File: src/hdl/tcp_tx_pkg.sv
package tcp_tx_pkg;

  ////////////////////////////////////////////////////////////////////////////
  // sequence space
  ////////////////////////////////////////////////////////////////////////////

  typedef logic [31:0] tcp_num_t; // seq and ack numbers wrap modulo 2^32

  // packet bookkeeping kept per slot
  typedef struct packed {
    tcp_num_t    start;  // seq of first payload byte
    tcp_num_t    stop;   // expected ack (start + length)
    logic [15:0] length; // payload bytes
    logic [31:0] cks;    // unfolded sum of big-endian 16-bit words
  } pkt_info_t;

  // raw payload stream towards the packet builder
  typedef struct packed {
    logic [7:0] dat;
    logic       val;
    logic       sof; // first byte of payload
    logic       eof; // last byte of payload
  } strm_t;

  ////////////////////////////////////////////////////////////////////////////
  // helpers
  ////////////////////////////////////////////////////////////////////////////

  // one 16-bit word into the running sum, carries stay in the upper half
  function automatic logic [31:0] cks_add(input logic [31:0] sum, input logic [15:0] word);
    return sum + {16'h0000, word};
  endfunction

  // a strictly after b in modular seq space
  function automatic logic seq_gt(input tcp_num_t a, input tcp_num_t b);
    tcp_num_t d;
    d = a - b;
    return !d[31] && (d != '0);
  endfunction

endpackage : tcp_tx_pkg
File: src/hdl/tcp_tx_slot.sv
`timescale 1ns/1ns

module tcp_tx_slot import tcp_tx_pkg::*; #(
  parameter int RETRANS_TICKS = 100000 // cycles between tries
) (
  input  logic       clk,
  input  logic       rst,
  input  logic       init,
  input  logic       load,
  input  pkt_info_t  new_info,
  input  tcp_num_t   rem_ack,
  input  logic       grant,    // scheduler picked this slot
  input  logic       done,     // builder reported sent
  output logic       present,
  output logic       due,
  output logic       freed,    // one-cycle pulse, info still valid
  output pkt_info_t  info,
  output logic [7:0] tries
);

  localparam int TW = $clog2(RETRANS_TICKS + 1);

  logic [TW-1:0] timer;
  logic          busy;   // between grant and done
  logic          acked;
  logic          expired;

  // whole packet covered once stop - rem_ack <= 0
  assign acked   = present && !seq_gt(info.stop, rem_ack);
  assign expired = (timer == TW'(RETRANS_TICKS));
  assign due     = present && !acked && expired;

  always_ff @(posedge clk) begin
    freed <= 1'b0;
    if (rst || init) begin
      present <= 1'b0;
      busy    <= 1'b0;
      tries   <= '0;
      timer   <= '0;
    end else if (load) begin
      present <= 1'b1;
      info    <= new_info;
      busy    <= 1'b0;
      tries   <= '0;
      timer   <= TW'(RETRANS_TICKS); // first send right away
    end else if (present) begin
      if (acked) begin
        present <= 1'b0;
        freed   <= 1'b1;
      end
      if (grant) begin
        busy  <= 1'b1;
        timer <= '0;
        tries <= tries + 8'd1;
      end else if (done) begin
        busy <= 1'b0;
      end else if (!busy && !expired) begin
        timer <= timer + 1'b1; // measured from end of last transmission
      end
    end
  end

endmodule : tcp_tx_slot

File: config.mk
export PLATFORM = sky130hd
export DESIGN_NAME = tcp_tx_slot
export DESIGN_NICKNAME = d
export VERILOG_FILES = /design/src/hdl/tcp_tx_pkg.sv /design/src/hdl/tcp_tx_slot.sv
export SDC_FILE = /design/constraint.sdc
export NUM_CORES = 1
export LEC_CHECK = 0
export ABC_CLOCK_PERIOD_IN_PS = 5100
export BUFFER_PORTS_ARGS = -buffer_cell sky130_fd_sc_hd__buf_2
export CORE_MARGIN = 1
export CORE_UTILIZATION = 51
export CTS_BUF_LIST = sky130_fd_sc_hd__clkbuf_4 sky130_fd_sc_hd__clkbuf_8
export DETAILED_ROUTE_END_ITERATION = 10
export GPL_TIMING_DRIVEN = 0
export PLACE_DENSITY = 0.83
export RECOVER_POWER = 100
export SYNTH_ARGS = -nofsm -noshare
export SYNTH_HDL_FRONTEND = slang
export SYNTH_SLANG_ARGS = --single-unit
File: constraint.sdc
create_clock -name clk -period 5.1 [get_ports clk]
set_clock_uncertainty 0.05 [all_clocks]
set_input_delay 1.02 -clock clk [delete_from_list [all_inputs] [get_ports clk]]
set_output_delay 1.02 -clock clk [all_outputs]
set_load 0.03 [all_outputs]
# == Word level (Yosys, flattened, before mapping) ==
# Cells that the tools add are included.
# classes
n_eq_ne,3
muxes,11
reduce_logical,23
n_addsub,3
bitwise,2
# ops
op,count
two-way mux 17 bit,5
nonzero test 32 bit,1
subtractor 32 bit,1
adder 17 x 1 -> 17 bit (second input constant),1
== test 17 bit (second input constant),1
adder 8 x 1 -> 8 bit (second input constant),1
two-way mux 1 bit,6
AND reduction 2 bit,3
AND reduction 3 bit,2
nonzero test 2 bit,3
logical AND 1 bit,5
logical NOT 1 bit,5
!= test 3 bit (second input constant),1
nonzero test 3 bit,1
OR reduction 3 bit,1
!= test 2 bit (second input constant),1
inverter 1 bit,2
OR reduction 2 bit,1
logical OR 1 bit,1
# word_totals
wordCells,52
regBits,140

# == Logic depth before layout (Yosys ltp) ==
# logic_depth
ltp_word,8
depth_mapped,12
ltp_nobuf,12

# == Worst setup path after synthesis ==
# Ideal clock, no wire load.
# synth_timing
kind,input to output
startpoint,input port rem_ack[27]
endpoint,output port due
arrival_ns,3.405
stages,12
slack_ns,0.625
path_cell_list,inv_1 -> ha_1 -> buf_6 -> a21o_1 -> a221o_1 -> a31o_2 -> nor3_1 -> a21oi_1 -> o32a_1 -> nand4_1 -> o31ai_2 -> nor2_1
# synth_between
elab_chain_cells,8
elab_cells_between_ends,9
classes_between,1 x add/sub; 8 x reduce/logical
# synth_lines
item,line_no,rtl
from (decl),tcp_tx_slot.sv:11,"input tcp_num_t rem_ack,"
subtractor 32 bit *,tcp_tx_pkg.sv:37,d = a - b;
nonzero test 32 bit or logical NOT 1 bit (tied branches),tcp_tx_pkg.sv:38,return !d[31] && (d != '0);
logical AND 1 bit *,tcp_tx_pkg.sv:38,
logical NOT 1 bit *,tcp_tx_slot.sv:29,"assign acked = present && !seq_gt(info.stop, rem_ack);"
logical AND 1 bit *,tcp_tx_slot.sv:29,
logical NOT 1 bit *,tcp_tx_slot.sv:31,assign due = present && !acked && expired;
logical AND 1 bit * (2 in a row),tcp_tx_slot.sv:31,
to (decl),tcp_tx_slot.sv:15,"output logic due,"
# Every way passes the cells marked *; elsewhere a longest branch is shown, timed or not.

# == Final worst setup path ==
# layout_timing
startpoint,input port rem_ack[13]
endpoint,output port due
# Same word-level chain as after synthesis.

==> flow_summary.json <==
{
  "outcome": "finished with violations",
  "violations": "capacitance limit, slew limit",
  "yosysWarningCount": 0,
  "drt-vias-per-instance": 5.46,
  "fmax_mhz": 200,
  "min_from": "tries[7]",
  "dr.pass1.iters": 7,
  "cts_buffer_depth": 2,
  "critical_path_class": "in2out",
  "core-area_mm2": 0.0134,
  "worst_slack_ps": 108,
  "cp_data_arrival_time_ps": 3920,
  "tns_ps": 0,
  "synth_edf_count": 112,
  "crit_buf_inv": 4,
  "wl_met3_um": 1570,
  "cts_tree": "yes",
  "die_area_mm2": 0.0144,
  "place_ws_ps": -8.20,
  "drv_slew": 115,
  "synthFlopType": "edfxtp_1",
  "p_switching_mw": 0.816,
  "crit_top_cell": "buf_2",
  "power_density_mw_per_mm2": 304,
  "stdcell_area_mm2": 0.00896,
  "hold_viol_final": 0,
  "p_total_mw": 2.72,
  "setup_viol": 0,
  "peakVddDrop_mv": 0.337,
  "ys_types": 70,
  "grt_overflow": 0,
  "route.top_layer_used": "met4",
  "worst_path_max_delay_cell": "or3_2",
  "end_kind": "output port",
  "numPortBuffers": 271,
  "path_clk_slew_ps": 80,
  "maxCapViolCount": 2,
  "period_share": 0.979,
  "antenna_found_initial": 2,
  "pwr-share-comb": 0.188,
  "pwr-share-seq": 0.480,
  "crit_family": "compound AO/OA/AOI/OAI gates",
  "synthArstFlopShare": 0,
  "max_stage_delay_ps": 420,
  "start_util": 0.529,
  "grt_use_total": 0.283,
  "rows": 42,
  "ctsHtreeMaxLevel": 4,
  "reg2reg_to": "freed",
  "synth-seq-cells": 140,
  "drt-total-wl_um": 20200,
  "rsz0062_at_grt": "no",
  "worstHoldPathCells": 2,
  "hpwl_um": 15700,
  "r2r_setup_slack_ps": 1830,
  "synth_fp_nets": 826,
  "drt_iter0_markers": 556,
  "period_needed_ps": 4990,
  "crit_required_ps": 4030,
  "ant_nets": 0,
  "p_clk_frac": 0.332,
  "io_pins": 273,
  "p_sw_frac": 0.300,
  "nets": 1117,
  "ys_seq_area_frac": 0.553,
  "grt_pass1_wl_um": 30500,
  "die_x_um": 120,
  "vias": 6136,
  "p_int_mw": 1.90,
  "place_area_mm2": 0.00870,
  "p_leak_nw": 3.52,
  "syn_avg_cell_area_um2": 11.1,
  "first_global_vias": 6147,
  "cts_buffers": 17,
  "gp_congestion": 0.903,
  "hold_ws_ps": 463,
  "syn_area_mm2": 0.00709,
  "drc": 0,
  "die_h_um": 120,
  "hp-class": "reg2reg",
  "grt_max_degree": 73,
  "min_to": "tries[7]",
  "root_buffer": "clkbuf_8",
  "r2r_start": "info[68]",
  "worst_pin_slew_ps": 1800,
  "r2r_cells": 10,
  "critPathLaunchType": "input pin",
  "critPathMaxFanout": 7,
  "synth_cells": 641,
  "drive_gt1_frac": 0.242,
  "cts_sinks": 140,
  "met1Wirelength_um": 7250,
  "path_cells": "buf_2 > inv_1 > ha_1 > buf_2 > a21oi_1 > o21ai_0 > o31a_1 > or3_2 > a21oi_1 > nand4_1 > o31ai_4 > nor2_1 > buf_2",
  "detailroute.wirelength.met2_um": 10600,
  "worst_skew_pair.late_latency_ps": 450,
  "relSlewSlack": -0.206,
  "syn_to_final_growth_pct": 26.4,
  "wl_per_cell_um": 18.0,
  "holdBufCountCts": 0
}
[cells in the mapped netlist (4+ instances only)]
master / count / area share
edfxtp_1: 112 / 0.47
nor2_1: 63 / 0.033
nand2_1: 50 / 0.026
inv_1: 47 / 0.025
a21oi_1: 40 / 0.028
ha_1: 34 / 0.060
dfxtp_1: 28 / 0.079
o21ai_0: 26 / 0.018
nand4_1: 23 / 0.020
xor2_1: 15 / 0.019
nor3_1: 14 / 0.0099
a21o_1: 13 / 0.014
nand3_1: 12 / 0.0085
xnor2_1: 12 / 0.015
o211ai_1: 9 / 0.0095
o21a_1: 9 / 0.0095
and3_1: 7 / 0.0062
buf_2: 7 / 0.0049
clkbuf_1: 7 / 0.0037
a211oi_1: 6 / 0.0064
a21oi_2: 6 / 0.0074
nor2b_1: 6 / 0.0053
nor4_1: 6 / 0.0053
nand2b_1: 5 / 0.0044
or3_1: 5 / 0.0044
a31oi_1: 4 / 0.0035
buf_6: 4 / 0.0064
mux2i_1: 4 / 0.0056
o21ai_1: 4 / 0.0028
o22ai_1: 4 / 0.0035
or2_2: 4 / 0.0035
[what timing repair did]
item                       CTS  global route
buffers inserted             0             1
gates resized for setup      0            14
setup endpoints to repair    0             1
[final cells by class]
cell class | instances | area, um2
antenna | 2 | 5.00
sequential | 140 | 3920
tap | 176 | 220
timing repair buffer | 273 | 1210
inverter | 47 | 178
multi-input combinational | 434 | 2910
clock inverter | 14 | 144
buffer | 19 | 125
clock buffer | 18 | 241
fill | 1156 | 4440
[layout by cell type (no fill, tap or decap), types with 5 or more instances in the layout]
cell type  synthesis  routed
nor4_1             6       6
clkbuf_1           7     130
inv_1             47      46
nand4_1           23      23
nand2_1           50      50
xor2_1            15      15
nor3_1            14      14
buf_2              7     153
a211oi_1           6       6
nor2b_1            6       6
o21a_1             9       8
ha_1              34      34
nor2_1            63      63
o21ai_0           26      26
a21o_1            13      13
nand3_1           12      12
a21oi_1           40      38
xnor2_1           12      12
clkbuf_8           2      19
or3_1              5       5
a21oi_2            6       8
and3_1             7       7
edfxtp_1         112     112
o211ai_1           9       9
dfxtp_1           28      28
[worst min-delay path, cell delays in order (launching register included)]
cell,delay [ps]
dfxtp_1,330
o21ai_0,80
a21oi_1,60
[how the worst max path moves through the flow]
| stage | endpoint | startpoint | depth (start not counted) | slack, ps |
|---|---|---|---|---|
| after floorplan | due | rem_ack[27] | 12 | 630 |
| after global placement | due | rem_ack[0] | 13 | -10 |
| after detailed placement | due | rem_ack[0] | 13 | -8 |
| after CTS | due | rem_ack[0] | 13 | 4 |
| after global routing | due | rem_ack[3] | 14 | 6 |
| final | due | rem_ack[13] | 13 | 110 |
[state kept, by name, indices dropped and copies added, names as in the netlist]
name	flops
busy	1
freed	1
info	112
present	1
timer	17
tries	8
[cells by family after synthesis]
family,share of synthesized area
compound gates,0.157
xor+xnor,0.0334
fa+ha+maj,0.0628
buf+inv,0.0438
flops,0.553
mux,0.00565
simple gates,0.144
[power groups by stage]
stage | clock network, mW | registers [mW] | logic [mW]
3_5_place_dp | 0 | 1.33 | 0.510
3_3_place_gp | 0 | 1.33 | 0.501
5_1_grt | 0.964 | 1.31 | 0.555
4_1_cts | 0.914 | 1.30 | 0.512
2_1_floorplan | 0 | 1.42 | 0.253
6_report | 0.904 | 1.30 | 0.512
[per-layer routing]
metal | up-vias | track usage
li1 | 2964 | -
met1 | 2866 | 0.296
met2 | 256 | 0.515
met3 | 50 | 0.0903
met4 | 0 | 0.123
met5 | - | 0
[per-stage QoR]
step            util  cells
4_1_cts        0.678   1121
6_report       0.669   1123
3_3_place_gp   0.647   1088
2_1_floorplan      -    641
3_5_place_dp   0.649   1089
5_1_grt        0.669   1123
(Power assumes the default switching activity.)
