$ cat src/hdl/tcp_tx_pkg.sv
package tcp_tx_pkg;

  ////////////////////////////////////////////////////////////////////////////
  // sequence space
  ////////////////////////////////////////////////////////////////////////////

  typedef logic [31:0] tcp_num_t; // seq and ack numbers wrap modulo 2^32

  // packet bookkeeping kept per slot
  typedef struct packed {
    tcp_num_t    start;  // seq of first payload byte
    tcp_num_t    stop;   // expected ack (start + length)
    logic [15:0] length; // payload bytes
    logic [31:0] cks;    // unfolded sum of big-endian 16-bit words
  } pkt_info_t;

  // raw payload stream towards the packet builder
  typedef struct packed {
    logic [7:0] dat;
    logic       val;
    logic       sof; // first byte of payload
    logic       eof; // last byte of payload
  } strm_t;

  ////////////////////////////////////////////////////////////////////////////
  // helpers
  ////////////////////////////////////////////////////////////////////////////

  // one 16-bit word into the running sum, carries stay in the upper half
  function automatic logic [31:0] cks_add(input logic [31:0] sum, input logic [15:0] word);
    return sum + {16'h0000, word};
  endfunction

  // a strictly after b in modular seq space
  function automatic logic seq_gt(input tcp_num_t a, input tcp_num_t b);
    tcp_num_t d;
    d = a - b;
    return !d[31] && (d != '0);
  endfunction

endpackage : tcp_tx_pkg
$ cat src/hdl/tcp_tx_packetizer.sv
`timescale 1ns/1ns

module tcp_tx_packetizer import tcp_tx_pkg::*; #(
  parameter int MTU_PLD    = 1460, // max payload per packet
  parameter int SLOTS      = 8,
  parameter int WAIT_TICKS = 20    // idle cycles before a packet is closed
) (
  input  logic                     clk,
  input  logic                     rst,
  input  logic                     connected,
  input  logic                     init,
  input  tcp_num_t                 init_seq,
  input  logic [7:0]               in_dat,
  input  logic                     in_val,
  input  logic                     in_snd,       // force close
  input  logic                     full,         // from byte buffer
  input  logic [SLOTS-1:0]         slot_present,
  output logic                     cts,
  output tcp_num_t                 loc_seq,      // seq of next user byte
  output logic                     wr,
  output logic                     load,
  output logic [$clog2(SLOTS)-1:0] load_slot,
  output pkt_info_t                new_info
);

  localparam int IW = $clog2(WAIT_TICKS + 1);

  typedef enum logic {idle_s, pend_s} st_t;
  st_t st;

  tcp_num_t                 start_q, start_cur;
  logic [15:0]              len, len_nxt;      // bytes in open packet
  logic [31:0]              sum, sum_nxt, cks_fin;
  logic [7:0]               hi_byte, hi_nxt;   // even byte waiting for its pair
  logic [IW-1:0]            idle_cnt;
  logic [SLOTS-1:0]         occupied;
  logic [$clog2(SLOTS)-1:0] free_idx;
  logic                     take, open, close;

  // slot loaded this cycle is not yet flagged present
  assign occupied = slot_present | (load ? (SLOTS'(1) << load_slot) : '0);
  assign cts      = connected && !(&occupied) && !full;
  assign take     = in_val && cts;
  assign wr       = take;

  // lowest free slot
  always_comb begin
    free_idx = '0;
    for (int i = SLOTS - 1; i >= 0; i--) begin
      if (!occupied[i]) free_idx = i[$clog2(SLOTS)-1:0];
    end
  end

  ////////////////////////////////////////////////////////////////////////////
  // next packet state, includes a byte taken this cycle
  ////////////////////////////////////////////////////////////////////////////

  assign start_cur = (st == pend_s) ? start_q : loc_seq;
  assign len_nxt   = len + 16'(take);
  assign hi_nxt    = (take && !len[0]) ? in_dat : hi_byte;
  assign sum_nxt   = (take && len[0]) ? cks_add(sum, {hi_byte, in_dat}) : sum;
  assign cks_fin   = len_nxt[0] ? cks_add(sum_nxt, {hi_nxt, 8'h00}) : sum_nxt; // pad odd tail
  assign open      = (st == pend_s) || take;

  assign close = open && (in_snd ||
                          (!in_val && idle_cnt == IW'(WAIT_TICKS - 1)) ||
                          (len_nxt == 16'(MTU_PLD)) ||
                          full);

  always_ff @(posedge clk) begin
    if (rst) loc_seq <= '0;
    else if (init) loc_seq <= init_seq; // new connection
    else if (take) loc_seq <= loc_seq + 32'd1;
  end

  always_ff @(posedge clk) begin
    if (rst || init) begin
      st       <= idle_s;
      len      <= '0;
      sum      <= '0;
      idle_cnt <= '0;
      load     <= 1'b0;
    end else begin
      load    <= close; // one cycle after close
      hi_byte <= hi_nxt;
      if (close) begin
        new_info  <= '{start: start_cur, stop: start_cur + 32'(len_nxt),
                       length: len_nxt, cks: cks_fin};
        load_slot <= free_idx;
        st        <= idle_s;
        len       <= '0;
        sum       <= '0;
        idle_cnt  <= '0;
      end else if (open) begin
        st       <= pend_s;
        start_q  <= start_cur;
        len      <= len_nxt;
        sum      <= sum_nxt;
        idle_cnt <= in_val ? '0 : idle_cnt + 1'b1; // restart on any valid
      end
    end
  end

endmodule : tcp_tx_packetizer

$ cat config.mk
export PLATFORM = sky130hd
export DESIGN_NAME = tcp_tx_packetizer
export DESIGN_NICKNAME = d
export VERILOG_FILES = /design/src/hdl/tcp_tx_pkg.sv /design/src/hdl/tcp_tx_packetizer.sv
export SDC_FILE = /design/constraint.sdc
export NUM_CORES = 1
export LEC_CHECK = 0
export BUFFER_PORTS_ARGS = -buffer_cell sky130_fd_sc_hd__buf_2
export CORE_ASPECT_RATIO = 1.4
export CORE_MARGIN = 8
export CORE_UTILIZATION = 35
export CTS_BUF_LIST = sky130_fd_sc_hd__clkbuf_4 sky130_fd_sc_hd__clkbuf_8
export DETAILED_ROUTE_END_ITERATION = 10
export RECOVER_POWER = 50
export SYNTH_ARGS = -nofsm -noshare
export SYNTH_HDL_FRONTEND = slang
export SYNTH_SLANG_ARGS = --single-unit
$ cat constraint.sdc
create_clock -name clk -period 29.8 [get_ports clk]
set_input_delay 5.96 -clock clk [delete_from_list [all_inputs] [get_ports clk]]
set_output_delay 5.96 -clock clk [all_outputs]
set_load 0.005 [all_outputs]
-- Word-level counts from Yosys, hierarchy flattened
Cells that the tools add are included.
- output and inout port bits: 150
- bits in registers: 242
- reductions and logical operators: 23
- add/sub/neg operators: 6
- muxes and demuxes: 15
- bitwise operators: 3
- shift-type cells: 1
- equality and inequality tests: 2
- operators by type and width (cell ; count):
    $mux W32 ; 5
    $add A32 B16 Y32 ; 3
    $add A32 B1 Y32 const B ; 1
    $add A16 B1 Y16 ; 1
    $eq A16 B11 Y1 const B ; 1
    $mux W8 ; 2
    $mux W3 ; 4
    $or A8 B8 Y8 ; 1
    $reduce_and A8 Y1 ; 1
    $shl A1 B3 Y8 const A ; 1
    $logic_and A1 B1 Y1 ; 7
    $add A5 B1 Y5 const B ; 1
    $eq A5 B5 Y1 const B ; 1
    $logic_or A1 B1 Y1 ; 5
    $mux W5 ; 1
    $logic_not A1 Y1 ; 4
    $mux W2 ; 2
    $reduce_and A2 Y1 ; 2
    $reduce_and A4 Y1 ; 1
    $reduce_and A3 Y1 ; 1
    $not A1 Y1 ; 2
    $reduce_bool A2 Y1 ; 1
    $reduce_or A2 Y1 ; 1
    $mux W1 ; 1

-- Depth between registers and ports, before layout
- depth in word-level cells: 15
- mapped depth: 22
- mapped depth without buffers: 22

-- Worst setup path after synthesis
Ideal clock, no wire load.
- kind: input to register
- start: input port slot_present[4]
- end: register load_slot[0] (enable)
- data arrival time: 16.701 ns
- required time: 29.070 ns
- stages: 12
- buffers on the path: 0
- path slack: 12.370 ns
- cell sequence: mux2i_1 > o21ai_0 > a41oi_1 > ha_1 > ha_1 > nand2_1 > nor4_1 > and3_1 > a31oi_1 > nor4_1 > o21ai_1 > nor3_1
- word-level cells in the longest chain between the ends: 12
- elaborated cells on any way between the ends: 13
- classes of those cells: 1 x add/sub; 1 x eq/ne; 1 x bitwise; 10 x reduce/logical
- RTL lines (element ; line ; RTL):
    start: declaration ; tcp_tx_packetizer.sv:17 ; input logic [SLOTS-1:0] slot_present,
    $or A8 B8 Y8 (*) ; tcp_tx_packetizer.sv:41 ; assign occupied = slot_present | (load ? (SLOTS'(1) << load_slot) : '0);
    $reduce_and A8 Y1 (*) ; tcp_tx_packetizer.sv:42 ; assign cts = connected && !(&occupied) && !full;
    $logic_not A1 Y1 (*) ; tcp_tx_packetizer.sv:42 ;
    $logic_and A1 B1 Y1 (*) (2 in series) ; tcp_tx_packetizer.sv:42 ;
    $logic_and A1 B1 Y1 (*) ; tcp_tx_packetizer.sv:43 ; assign take = in_val && cts;
    via wr ; tcp_tx_packetizer.sv:20 ; output logic wr,
    $add A16 B1 Y16 ; tcp_tx_packetizer.sv:59 ; assign len_nxt = len + 16'(take);
    $eq A16 B11 Y1 ; tcp_tx_packetizer.sv:67 ; (len_nxt == 16'(MTU_PLD)) ||
    $logic_or A1 B1 Y1 ; tcp_tx_packetizer.sv:66 ; (!in_val && idle_cnt == IW'(WAIT_TICKS - 1)) ||
    $logic_or A1 B1 Y1 ; tcp_tx_packetizer.sv:67 ;
    $logic_and A1 B1 Y1 (*) ; tcp_tx_packetizer.sv:65 ; assign close = open && (in_snd ||
    $reduce_and A2 Y1 (no line) (*) ; n/a ;
    end signal: assignment ; tcp_tx_packetizer.sv:89 ; load_slot <= free_idx;
    end: declaration ; tcp_tx_packetizer.sv:22 ; output logic [$clog2(SLOTS)-1:0] load_slot,
The timed path passes the listed nets; every way through them passes the cells marked *.
A chain may end at the register's enable or synchronous reset.

-- Final worst setup path
- start: input port slot_present[4]
- end: output port cts
- word-level cells in the longest chain between the ends: 5
- RTL lines (element ; line ; RTL):
    $or A8 B8 Y8 ; tcp_tx_packetizer.sv:41 ;
    $reduce_and A8 Y1 ; tcp_tx_packetizer.sv:42 ;
    $logic_not A1 Y1 ; tcp_tx_packetizer.sv:42 ;
    $logic_and A1 B1 Y1 (2 in series) ; tcp_tx_packetizer.sv:42 ;
    end: declaration ; tcp_tx_packetizer.sv:18 ; output logic cts,
No other way between the ends.

==> results.json <==
{
  "status": "complete, but fails checks",
  "violations": "max-capacitance violations, max-slew violations",
  "clock-sinks": 242,
  "path_class": "in -> out",
  "postSynthCellCount": 1197,
  "post_dp_cell_area_mm2": 0.0140,
  "post_cts_resized": 0,
  "synthTopCellsByCount": "157 x nor2_1, 155 x edfxtp_1, 99 x nand2_1",
  "cap_viol_max_count": 2,
  "grt_pass1_vias": 9590,
  "period_share": 0.433,
  "critPathBufInv": 2,
  "firstDrtPassIters": 5,
  "critPathLaunchType": "input port",
  "antenna_found_initial": 0,
  "gr-total-overflow": 0,
  "crit_family": "compound AO/OA/AOI/OAI gates",
  "grt_pass1_wl_mm": 53.2,
  "synth_cell_type_count": 71,
  "cp.required_ns": 23.84,
  "portBuffers": 204,
  "avgRoutedWirePerCell_um": 18.0,
  "root_buffer": "clkbuf_8",
  "slowest_delay_ns": 0.38,
  "ir_worst_vdd_mv": 0.0344,
  "grt_usage": 0.158,
  "cellPowerDensity_mw_per_mm2": 49.8,
  "critPathSlowestCell": "o21ai_0",
  "dp_hpwl_mm": 24.9,
  "r2r_start": "load_slot[1]",
  "synth_ff_type": "edfxtp_1",
  "drc_errors": 0,
  "die_area_mm2": 0.0422,
  "min_from": "sum[7]",
  "yosys_warnings": 0,
  "antenna_left": 0,
  "diodes": 0,
  "synth_edf_count": 155,
  "cp_max_fo": 4,
  "ys_ff_latch": 242,
  "leakagePower_nw": 5.68,
  "fin_tns_setup_ns": 0,
  "postCtsSetupBuffers": 0,
  "max_slew_margin": -0.254,
  "pin_count": 205,
  "endpoint_kind": "output pin",
  "synth_fp_nets": 1297,
  "h-tree-depth": 2,
  "final_area_mm2": 0.0147,
  "netlist_area_mm2": 0.0125,
  "die_width_um": 176,
  "avgSynthCellArea_um2": 10.5,
  "cp_cell_sequence": "clkbuf_1, mux2i_1, o21ai_0, nand2_1, nor2_1, nor3b_1, buf_2",
  "critical_path.startpoint": "slot_present[4]",
  "gp_congestion": 0.883,
  "synthArstFlopShare": 0,
  "seq_area_frac_synth": 0.511,
  "cts_made_buffers": 40,
  "num_rows": 82,
  "arrival_ns": 6.96,
  "fmax_mhz": 77.4,
  "coreArea_mm2": 0.0356,
  "post-route-min-period_ns": 12.92,
  "initialDrtViolationCount": 627,
  "hold_buffers": 0,
  "yosysTopAreaCell": "edfxtp_1",
  "netlist.area_leader.share": 0.372,
  "ys_top_cells_by_area": "edfxtp_1 37%, dfxtp_1 14%, xor2_1 5.6%",
  "grt_start_max_net_pins": 78,
  "cts.clk_slew.worst_paths_ns": 0.06,
  "fin_nets": 1503,
  "cts_tree": "yes",
  "finClkSkew_ns": 0.0267,
  "synth_most_common_cell": "nor2_1",
  "hp-class": "reg -> reg",
  "num-fill-cells": 3524,
  "syn2layout_area_growth_pct": 17.3,
  "die_height_um": 240,
  "clk_latency_ns": 0.56,
  "cts_max_path_buffers": 3,
  "drv_slew": 68,
  "final_hold_viol_count": 0,
  "wl_mm": 34.2,
  "initial_core_util": 0.352,
  "routed_via_density": 5.08,
  "drive_above_1_share": 0.126,
  "num_vias": 9634,
  "finalSetupViolations": 0,
  "worstMarginPinSlew_ns": 1.88,
  "rsz0062_at_grt": "no"
}
## placed cells by master (no fill, tap or decap), types with 4 or more instances in the layout
master / Yosys / final
a211oi_1: 17 / 17
a21o_1: 21 / 21
a21oi_1: 70 / 70
a31oi_1: 12 / 12
and3_1: 21 / 21
and3_2: 4 / 4
buf_2: 5 / 73
buf_4: 0 / 5
clkbuf_1: 35 / 134
clkbuf_4: 0 / 21
clkbuf_8: 0 / 43
dfxtp_1: 87 / 87
edfxtp_1: 155 / 155
ha_1: 42 / 42
inv_1: 40 / 40
mux2_1: 0 / 33
mux2_2: 40 / 7
mux2i_1: 25 / 25
nand2_1: 99 / 98
nand2b_1: 7 / 7
nand3_1: 36 / 36
nand4_1: 17 / 17
nor2_1: 157 / 155
nor2b_1: 6 / 6
nor3_1: 27 / 26
nor3b_1: 4 / 4
nor4_1: 10 / 10
o21a_1: 4 / 4
o21ai_0: 22 / 22
o31ai_1: 5 / 5
xnor2_1: 74 / 74
xor2_1: 80 / 80
## per-stage QoR
step	hold WS (ns)	utilization	setup WS (ns)	total power, W	instances
after floorplan	0.446	-	12.37	0.000408	1197
after global placement	0.455	0.394	16.96	0.000428	1823
after detailed placement	0.465	0.394	16.96	0.000429	1823
after CTS	0.473	0.418	16.95	0.000747	1897
after global routing	0.492	0.413	16.74	0.000765	1897
final	0.466	0.413	16.88	0.000732	1897
## routing by layer
| metal | vias to the layer above | track usage | part of all wire |
|---|---|---|---|
| met3 | 72 | 0.0325 | 0.052 |
| met2 | 251 | 0.295 | 0.52 |
| met4 | 0 | 0.0628 | 0.034 |
| li1 | 4669 | - | - |
| met1 | 4642 | 0.172 | 0.39 |
| met5 | - | 0 | 0 |
## layout make-up
class	instances	area [um^2]	area share
sequential	242	6400	0.435
clock buffer	64	749	0.0510
timing repair buffer	213	910	0.0619
tap	462	578	0.0393
clock inverter	10	105	0.00715
inverter	40	150	0.0102
multi-input combinational	866	5810	0.395
## logic make-up after synthesis
kind of cell / synth area share
buffers and inverters: 0.0273
adder cells (fa/ha/maj): 0.0475
AND/OR/NAND/NOR: 0.156
XOR/XNOR: 0.108
AO/OA/AOI/OAI: 0.0956
flip-flops: 0.511
multiplexers: 0.0559
## state kept, by name, indices dropped and copies added, names as in the netlist
name	flops
loc_seq	32
start_q	32
load_slot	3
idle_cnt	5
hi_byte	8
load	1
sum	32
new_info	112
len	16
st	1
## worst reg2reg max path: stages (launching register included)
cell and delay, ns:
edfxtp_1 0.43, or3b_2 0.53, o21ai_1 0.23, a41oi_1 0.17, clkbuf_1 0.34, ha_1 0.39, clkbuf_1 0.81, inv_1 0.24
ha_1 0.30, fa_1 0.41, a21o_1 0.19, a21o_1 0.21, maj3_1 0.38, a2111oi_0 0.75, o211ai_1 0.20, a311oi_1 0.29
o21bai_1 0.10, a21oi_1 0.74, and3b_1 0.28, xor2_1 0.14
## power by group
group          switching (W)  total [W]  internal (W)  leakage (nW)
clock               0.000135   0.000312      0.000177         0.449
sequential        0.00000607   0.000369      0.000363          2.17
combinational      0.0000315  0.0000509     0.0000194          3.06
total               0.000173   0.000732      0.000560          5.68
## worst paths after layout
path             endpoint  slack (ns)  cells after the start
max                   cts       16.88                      7
min                sum[7]        0.47                      2
max reg2reg  new_info[68]       22.40                     19
min reg2reg        sum[7]        0.47                      2
(Power assumes the default switching activity.)
